==> src/adder_params.svh <==
// adder cluster parameters

`ifndef ADDER_PARAMS_SVH
`define ADDER_PARAMS_SVH

// issue buffer slots
`define ADDER_ISSUE_DEPTH 4

// slot index width, log2 of the depth
`define ADDER_ISSUE_IDX_W 2

// architectural integer registers
`define XREG_NUM 32

// register and datapath width
`define XLEN 64

`endif

==> src/adder_pkg.sv <==
// adder cluster types

`default_nettype none

`include "adder_params.svh"

package adder_pkg;

	// adder opcodes
	typedef enum logic [2:0] {
		OP_LUI   = 3'd0,
		OP_AUIPC = 3'd1,
		OP_ADDI  = 3'd2,
		OP_ADDIW = 3'd3,
		OP_ADD   = 3'd4,
		OP_ADDW  = 3'd5,
		OP_SUB   = 3'd6,
		OP_SUBW  = 3'd7
	} adder_op_e;

	// one dispatched entry, imm already sign-extended
	typedef struct packed {
		adder_op_e op;
		logic [`XLEN-1:0] pc;
		logic [`XLEN-1:0] imm;
		logic [$clog2(`XREG_NUM)-1:0] rd;
		logic [$clog2(`XREG_NUM)-1:0] rs1;
		logic [$clog2(`XREG_NUM)-1:0] rs2;
	} adder_issue_info_t;

	// operands handed to execute
	typedef struct packed {
		logic is_sub;
		logic is32;
		logic [$clog2(`XREG_NUM)-1:0] rd;
		logic [`XLEN-1:0] op1;
		logic [`XLEN-1:0] op2;
	} adder_exeparam_t;

	typedef struct packed {
		logic valid;
		logic [$clog2(`XREG_NUM)-1:0] rd;
		logic [`XLEN-1:0] data;
	} xreg_wb_t;

	// marks rd pending
	typedef struct packed {
		logic valid;
		logic [$clog2(`XREG_NUM)-1:0] rd;
	} xreg_alloc_t;

endpackage

`default_nettype wire

==> src/adder_execute.sv <==
// adder execute unit

`timescale 1ns/10ps
`default_nettype none

`include "adder_params.svh"

module adder_execute (
	input wire CLK,
	input wire rst,

	input wire exeparam_valid,
	input wire adder_pkg::adder_exeparam_t exeparam,

	output adder_pkg::xreg_wb_t adder_wb
);

	logic [`XLEN-1:0] sum;
	logic [`XLEN-1:0] result;
	logic wb_valid;
	logic [$clog2(`XREG_NUM)-1:0] wb_rd;
	logic [`XLEN-1:0] wb_data;

	assign sum = exeparam.is_sub ? exeparam.op1 - exeparam.op2 : exeparam.op1 + exeparam.op2;

	// W forms keep the low word, sign-extended
	assign result = exeparam.is32 ? {{(`XLEN - 32){sum[31]}}, sum[31:0]} : sum;

	always_ff @(posedge CLK) begin
		if (rst) begin
			wb_valid <= 1'b0;
		end else begin
			wb_valid <= exeparam_valid;
		end
	end

	always_ff @(posedge CLK) begin
		if (exeparam_valid) begin
			wb_rd <= exeparam.rd;
			wb_data <= result;
		end
	end

	assign adder_wb.valid = wb_valid;
	assign adder_wb.rd = wb_rd;
	assign adder_wb.data = wb_data;

endmodule

`default_nettype wire

==> config.mk <==
export PLATFORM = sky130hd
export DESIGN_NAME = adder_execute
export DESIGN_NICKNAME = d
export VERILOG_FILES = /design/src/adder_pkg.sv /design/src/adder_execute.sv
export VERILOG_INCLUDE_DIRS = /design/src
export SDC_FILE = /design/constraint.sdc
export NUM_CORES = 1
export LEC_CHECK = 0
export BUFFER_PORTS_ARGS = -buffer_cell sky130_fd_sc_hd__clkbuf_2
export CAP_MARGIN = 20
export CORE_MARGIN = 5
export CORE_UTILIZATION = 40
export DETAILED_ROUTE_END_ITERATION = 16
export PLACE_DENSITY_LB_ADDON = 0.05
export SETUP_SLACK_MARGIN = 0.3
export SYNTH_ARGS = -nofsm -noshare
export SYNTH_HDL_FRONTEND = slang
export SYNTH_SLANG_ARGS = --single-unit
==> constraint.sdc <==
create_clock -name CLK -period 5.9 [get_ports CLK]
set_input_delay 0.59 -clock CLK [delete_from_list [all_inputs] [get_ports CLK]]
set_output_delay 0.59 -clock CLK [all_outputs]
set_load 0.005 [all_outputs]
==> out/qor.yml <==
htreeDepth: 3
cts-buffers-inserted: 9
vias: 7332
worstPathCellList: "clkbuf_2 -> or4_4 -> or4_4 -> nor4_2 -> nand2_1 -> nor2_1 -> a21oi_1 -> xnor2_1 -> ha_1 -> o21a_1 -> o21ai_0 -> a21oi_1 -> o211ai_1 -> nor3_1 -> a2111oi_0 -> a211oi_1 -> a31oi_1 -> xor2_1 -> o21ai_0"
cts_sinks: 70
ir_worst_vdd_mv: 0.180
drt_iter0_markers: 432
final_cells: 1329
multiInputGateArea_sq_um: 5130
netlist_instances: 900
dp_hpwl_mm: 19.5
cts_tree: "yes"
crit_type: "in2reg"
crit_path_start_kind: "input port"
power_density_nw_per_um2: 263
gr-total-overflow: 0
antenna_found_initial: 1
start_util_pct: 40.4
cts_max_path_buffers: 2
endpoint_kind: "flip-flop"
leakage_nw: 4.01
drc: 0
grt_pass1_vias: 7275
status: "completed"
post_drt_wl_per_cell_um: 17.9
critPathRequiredTime_ns: 5.97
power.share.clock_pct: 28.8
ant_nets: 0
drive_above_1_share_pct: 22.9
root_buffer: "clkbuf_16"
placedCellCount: 1312
path_clk_slew_ns: 0.06
synth_nets: 1103
synth.top_cells.by_area: "edfxtp_1 (28%), ha_1 (11%), xnor2_1 (10%)"
swShare_pct: 34.8
synth_area_per_cell_sq_um: 8.34
final.fill_count: 1849
regArea_sq_um: 2090
ios: 208
dp_slack_ns: 0.336
cts_hold_buf: 0
syn_to_final_growth_pct: 21.5
combPwrFrac_pct: 41.6
fin_crit_sh_pct: 87.9
slew_violations: 0
die_y_um: 147
synth_area_leader_cell: "edfxtp_1"
cellInternalPower_mw: 1.57
p_sw_mw: 0.837
totalWireLength_mm: 23.8
total_power_mw: 2.40
crit_fanout: 8
grt_max_degree: 71
dr.pass1.iters: 6
critPathSlowestCell: "or4_4"
yosys-top-cells-count: "a21oi_1 (113), xnor2_1 (89), nor2_1 (81)"
die_w_um: 147
synth-warning-count: 0
slowest_delay_ns: 0.53
synth_top_area_share_pct: 27.6
grt_usage_pct: 21.6
yosys.cell_types.count: 69
fin_ws_ns: 0.711
nets: 1292
synth_edf_count: 69
synth_ff_type: "edfxtp_1"
rows: 50
finalHoldViolCount: 0
stdcell_area_sq_um: 9120
synth_seq_cells: 70
ys_seq_area_share_pct: 27.9
cap_violations: 0
yosys.cell_count.top_type: "a21oi_1"
rsz0062_at_grt: "false"
async_reset_ff_share_pct: 0
viasPerCell: 5.52
tns_ns: 0
arrival_ns: 5.26
clock.fmax_mhz: 193
core_sq_um: 18600
worst_pin_slew_ns: 0.979
slew_headroom_pct: 34.7
gp_congestion: 0.916
setup_viol: 0
portBuffers: 207
seqPwrFrac_pct: 29.7
syn_area_sq_um: 7510
grt_pass1_wl_mm: 37.4
min_path_type: "in2reg"
dieArea_sq_um: 21600
place_area_sq_um: 8740
period_needed_ns: 5.19
==> metrics by stage <==
step           hold slack (ns)  utilization (%)
2_1_floorplan            0.662                -
3_3_place_gp             0.747             47.1
3_5_place_dp             0.751             47.1
4_1_cts                  0.375             49.1
5_1_grt                  0.391             49.1
6_report                 0.389             49.1
==> metal layers <==
layer	vias up	global-route usage [%]	part of all wire [%]
li1	3712	-	-
met1	3338	29.8	47
met2	256	34.5	44
met3	26	4.10	6.3
met4	0	6.34	2.0
met5	-	0	0
==> worst paths after layout <==
path         start           to  cells after the start  slack [ns]
min            rst     wb_valid                      2        0.39
max   exeparam[13]  wb_data[60]                     19        0.71
==> registers in the layout, indices dropped and copies added (netlist names) <==
signal    flops
wb_data      64
wb_rd         5
wb_valid      1
==> final cells by class <==
| cell class | count | share of cell area, % |
|---|---|---|
| clock buffers | 9 | 2.47 |
| well taps | 234 | 3.21 |
| multi-input cells | 757 | 56.2 |
| flip-flops and latches | 70 | 22.9 |
| repair buffers | 215 | 12.0 |
| diodes | 1 | 0.0274 |
| clock inverters | 7 | 1.59 |
| inverters | 36 | 1.48 |
==> cell families (layout without fill, tap and decap cells) <==
family	count (synthesis)	after routing	share of synthesized area, %
other	0	1	0
flip-flops	70	70	27.9
buffers and inverters	73	267	3.87
XOR/XNOR	119	119	14.0
adder cells (fa/ha/maj)	65	65	10.9
AO/OA/AOI/OAI	306	306	25.2
multiplexers	1	1	0.133
AND/OR/NAND/NOR	266	266	18.0
==> power groups by stage <==
stage	logic, mW	registers [mW]	clock network, mW
after CTS	1.00	0.715	0.711
after global routing	1.11	0.722	0.734
after global placement	1.00	0.726	0
final	0.999	0.713	0.692
after floorplan	0.627	0.736	0
after detailed placement	0.997	0.725	0
==> timing repair <==
| item | CTS | global route |
|---|---|---|
| endpoints found under the setup margin | 0 | 16 |
| gates resized for setup | 0 | 1 |
| setup buffers | 0 | 0 |
==> worst max-delay path: cells and delay by family <==
kind	cells	cell delay, ns
and+or+nand+nor	6	1.90
AOI/OAI and AO/OA	9	1.90
adders and majority gates	1	0.39
xor gates and xnor gates	2	0.34
buffers and inverters	1	0.11
==> cell usage in the layout (no fill, tap or decap), types with 11 or more instances in the layout <==
| master | n |
|---|---|
| clkbuf_2 | 206 |
| a21oi_1 | 113 |
| xnor2_1 | 89 |
| nor2_1 | 81 |
| edfxtp_1 | 69 |
| ha_1 | 64 |
| o21ai_0 | 61 |
| nand2_1 | 49 |
| a21o_1 | 41 |
| inv_1 | 36 |
| xor2_1 | 29 |
| nor3_1 | 25 |
| nand3_1 | 22 |
| nand4_1 | 15 |
| and3_1 | 14 |
| o21bai_1 | 13 |
| o21a_1 | 12 |
| a31oi_1 | 11 |
Power figures use the tool's default switching activity.
