**src/adder_params.svh**
```systemverilog
// adder cluster parameters

`ifndef ADDER_PARAMS_SVH
`define ADDER_PARAMS_SVH

// issue buffer slots
`define ADDER_ISSUE_DEPTH 4

// slot index width, log2 of the depth
`define ADDER_ISSUE_IDX_W 2

// architectural integer registers
`define XREG_NUM 32

// register and datapath width
`define XLEN 64

`endif

```
**src/adder_pkg.sv**
```systemverilog
// adder cluster types

`default_nettype none

`include "adder_params.svh"

package adder_pkg;

	// adder opcodes
	typedef enum logic [2:0] {
		OP_LUI   = 3'd0,
		OP_AUIPC = 3'd1,
		OP_ADDI  = 3'd2,
		OP_ADDIW = 3'd3,
		OP_ADD   = 3'd4,
		OP_ADDW  = 3'd5,
		OP_SUB   = 3'd6,
		OP_SUBW  = 3'd7
	} adder_op_e;

	// one dispatched entry, imm already sign-extended
	typedef struct packed {
		adder_op_e op;
		logic [`XLEN-1:0] pc;
		logic [`XLEN-1:0] imm;
		logic [$clog2(`XREG_NUM)-1:0] rd;
		logic [$clog2(`XREG_NUM)-1:0] rs1;
		logic [$clog2(`XREG_NUM)-1:0] rs2;
	} adder_issue_info_t;

	// operands handed to execute
	typedef struct packed {
		logic is_sub;
		logic is32;
		logic [$clog2(`XREG_NUM)-1:0] rd;
		logic [`XLEN-1:0] op1;
		logic [`XLEN-1:0] op2;
	} adder_exeparam_t;

	typedef struct packed {
		logic valid;
		logic [$clog2(`XREG_NUM)-1:0] rd;
		logic [`XLEN-1:0] data;
	} xreg_wb_t;

	// marks rd pending
	typedef struct packed {
		logic valid;
		logic [$clog2(`XREG_NUM)-1:0] rd;
	} xreg_alloc_t;

endpackage

`default_nettype wire

```
**src/adder_issue_buffer.sv**
```systemverilog
// adder issue buffer

`timescale 1ns/10ps
`default_nettype none

`include "adder_params.svh"

module adder_issue_buffer (
	input wire CLK,
	input wire rst,

	input wire disp_valid,
	output logic disp_ready,
	input wire adder_pkg::adder_issue_info_t disp_info,

	input wire buffer_pop,
	input wire [`ADDER_ISSUE_IDX_W-1:0] pop_index,

	output logic [`ADDER_ISSUE_DEPTH-1:0] buffer_malloc,
	output adder_pkg::adder_issue_info_t [`ADDER_ISSUE_DEPTH-1:0] issue_info,
	output adder_pkg::xreg_alloc_t disp_alloc
);

	logic [`ADDER_ISSUE_IDX_W-1:0] free_idx;
	logic any_free;
	logic push;
	logic [`ADDER_ISSUE_DEPTH-1:0] push_mask;
	logic [`ADDER_ISSUE_DEPTH-1:0] pop_mask;

	// lowest free slot
	always_comb begin
		free_idx = '0;
		any_free = 1'b0;
		for (int i = `ADDER_ISSUE_DEPTH - 1; i >= 0; i--) begin
			if (!buffer_malloc[i]) begin
				free_idx = i[`ADDER_ISSUE_IDX_W-1:0];
				any_free = 1'b1;
			end
		end
	end

	assign disp_ready = any_free;
	assign push = disp_valid & disp_ready;

	assign push_mask = push ? (`ADDER_ISSUE_DEPTH'(1) << free_idx) : '0;
	assign pop_mask = buffer_pop ? (`ADDER_ISSUE_DEPTH'(1) << pop_index) : '0;

	always_ff @(posedge CLK) begin
		if (rst) begin
			buffer_malloc <= '0;
		end else begin
			buffer_malloc <= (buffer_malloc & ~pop_mask) | push_mask;
		end
	end

	always_ff @(posedge CLK) begin
		if (push) begin
			issue_info[free_idx] <= disp_info;
		end
	end

	// destination goes pending on the push edge
	assign disp_alloc.valid = push;
	assign disp_alloc.rd = disp_info.rd;

endmodule

`default_nettype wire

```
**config.mk**
```make
export PLATFORM = sky130hd
export DESIGN_NAME = adder_issue_buffer
export DESIGN_NICKNAME = d
export VERILOG_FILES = /design/src/adder_pkg.sv /design/src/adder_issue_buffer.sv
export VERILOG_INCLUDE_DIRS = /design/src
export SDC_FILE = /design/constraint.sdc
export NUM_CORES = 1
export LEC_CHECK = 0
export CORE_AREA = 2 2 287 289
export CTS_CLUSTER_DIAMETER = 150
export DETAILED_ROUTE_END_ITERATION = 10
export DIE_AREA = 0 0 289 291
export DONT_BUFFER_PORTS = 1
export SKIP_LAST_GASP = 1
export SLEW_MARGIN = 10
export SYNTH_ARGS = -nofsm -noshare
export SYNTH_HDL_FRONTEND = slang
export SYNTH_SLANG_ARGS = --single-unit
```
**constraint.sdc**
```tcl
create_clock -name CLK -period 12.4 [get_ports CLK]
set_input_delay 0 -clock CLK [delete_from_list [all_inputs] [get_ports CLK]]
set_output_delay 0 -clock CLK [all_outputs]
set_load 0.1 [all_outputs]
```
==> impl_metrics.json <==
{
  "status": "complete, no violations",
  "ys_ff_latch": 588,
  "dp_hpwl_um": 28300,
  "worst-path-max-fanout": 55,
  "grt_pass1_wl_um": 58000,
  "relSlewSlack_pct": 23.9,
  "rsz0062_at_grt": "no",
  "clkTransAtPathRegs_ns": 0.06,
  "fmax_mhz": 259,
  "cts_tree": "yes",
  "tightest_slew_ns": 1.14,
  "cts_max_path_buffers": 3,
  "post_cts_resized": 0,
  "ant_nets": 0,
  "synthDistinctLibCells": 19,
  "syn_area_mm2": 0.0178,
  "die-area_mm2": 0.0841,
  "post-place-ws_ns": 8.56,
  "cts_buffers": 55,
  "insertion_delay_ns": 0.58,
  "final_nets": 985,
  "final_common_cell": "edfxtp_1",
  "min_path_type": "in -> out",
  "period_minus_slack_ns": 3.86,
  "total_power_mw": 4.42,
  "die_w_um": 289,
  "grt_overflow": 0,
  "fin_ws_ns": 8.54,
  "cts_sinks": 588,
  "p_comb_share_pct": 2.4,
  "die_h_um": 291,
  "port_buffers": 0,
  "track_usage_pct": 9.44,
  "synth_area_per_cell_um2": 29.0,
  "boundaryPins": 747,
  "fillerInstances": 7894,
  "syn_nets": 767,
  "p_leak_nw": 7.05,
  "power_frac_seq_pct": 59.7,
  "grt_pass1_vias": 7507,
  "syn_inst": 615,
  "route.final.wire_length_um": 43300,
  "fin_crit_sh_pct": 31.1,
  "intPower_mw": 3.29,
  "p_sw_share_pct": 25.6,
  "drcViolationCount": 0,
  "worstSetupStartpointType": "flip-flop",
  "viasPerCell": 3.79,
  "hold-worst-slack_ns": 0.0000450,
  "tns_ns": 0,
  "drv_slew": 0,
  "finalSetupViolCount": 0,
  "antenna_found_initial": 6,
  "areaGrowthSynthToFinish_pct": 26.8,
  "finalClockSkew_ns": 0.0179,
  "post-route-util_pct": 27.8,
  "grt_start_max_net_pins": 61,
  "clkPwrFrac_pct": 37.9,
  "cp_data_arrival_time_ns": 4.06,
  "ys_warn_count": 0,
  "ir_drop_mv": 0.0966,
  "mostFrequentLayoutCells": "edfxtp_1, dlygate4sd3_1, clkbuf_16",
  "p_switching_mw": 1.13,
  "firstDrtPassIters": 4,
  "ys_seq_area_share_pct": 98.9,
  "drv_cap": 0,
  "drive_above_1_share_pct": 10.6,
  "hold_viol": 0,
  "rows": 105,
  "core_mm2": 0.0812,
  "cp-end-kind": "flip-flop",
  "required_ns": 12.60,
  "avgRoutedWirePerCell_um": 22.3,
  "cts-root-buf": "clkbuf_16",
  "drtIter0Drc": 448,
  "worstSetupPathType": "reg -> reg",
  "initial_core_util_pct": 21.9,
  "powerDensity_mw_per_mm2": 196,
  "htreeDepth": 2,
  "gp_congestion": 0.796,
  "vias": 7381
}
## flip-flops by register name (all words and copies together) (netlist names)
signal	cells
buffer_malloc	4
issue_info	584
## cells by family after synthesis
group,share of synthesized area [%]
buffers and inverters,0.295
flip-flops,98.9
AND/OR/NAND/NOR,0.625
AO/OA/AOI/OAI,0.148
## area by class of cell
type                       count  area [µm²]  area share, %
sequential                   588       17600           78.0
timing repair buffer         167        1640           7.27
multi-input combinational     19         164          0.726
clock buffer                  65        1460           6.45
clock inverter                33         360           1.60
tap                         1070        1340           5.93
inverter                       2        7.51         0.0332
antenna                        1        2.50         0.0111
## stage by stage
step,instances,area (µm²)
after floorplan,615,17800
after global placement,1691,19200
after detailed placement,1691,19200
after CTS,1944,22600
after global routing,1945,22600
final,1945,22600
## synthesized netlist by cell type
library cell    n  area share (%)
nand3_1         1           0.028
nor4bb_1        1           0.056
buf_4           6            0.25
and3b_1         1           0.049
inv_1           2           0.042
nor3b_1         1           0.042
nand4_1         1           0.035
nand3b_1        2           0.084
and3_1          1           0.035
dfxtp_1         4            0.45
o32ai_1         1           0.049
and4b_1         1           0.056
nor2b_1         3            0.11
or3b_1          1           0.049
edfxtp_1      584              98
nor3_1          1           0.028
and2_1          1           0.035
nor2_1          1           0.021
a22o_1          2           0.098
## routing by layer
| metal | up-vias | GRT usage (%) | wire length (µm) |
|---|---|---|---|
| li1 | 2959 | - | - |
| met1 | 3812 | 9.78 | 15100 |
| met2 | 525 | 17.2 | 22900 |
| met3 | 83 | 3.24 | 3910 |
| met4 | 2 | 3.83 | 1400 |
| met5 | - | 0 | 13 |
## power by group through the flow
stage                     Combinational [mW]  Sequential [mW]  Clock [mW]
after CTS                              0.106             2.64        1.72
after global placement                0.0376             2.68           0
after global routing                   0.113             2.64        1.80
after floorplan                       0.0295             2.68           0
final                                  0.105             2.64        1.68
after detailed placement              0.0389             2.68           0
## path summary, 6_finish.rpt
check	slack [ns]	endpoint	depth (start not counted)	from
min reg2reg	1.24	buffer_malloc[1]	2	buffer_malloc[1]
max reg2reg	8.54	issue_info[544]	5	buffer_malloc[0]
min	0.00005	disp_alloc[3]	0	disp_info[13]
max	8.54	issue_info[544]	5	buffer_malloc[0]
## timing repair
item / CTS / global route
hold buffers: 155 / 0
buffers inserted: 0 / 0
endpoints found under the hold margin: 637 / 0
## worst max-delay path, stage by stage (launching register included)
cell	delay [ns]
dfxtp_1	0.97
buf_4	0.32
nand3_1	0.18
nor3b_4	0.73
buf_4	0.45
buf_4	0.71
Power figures use the tool's default switching activity.
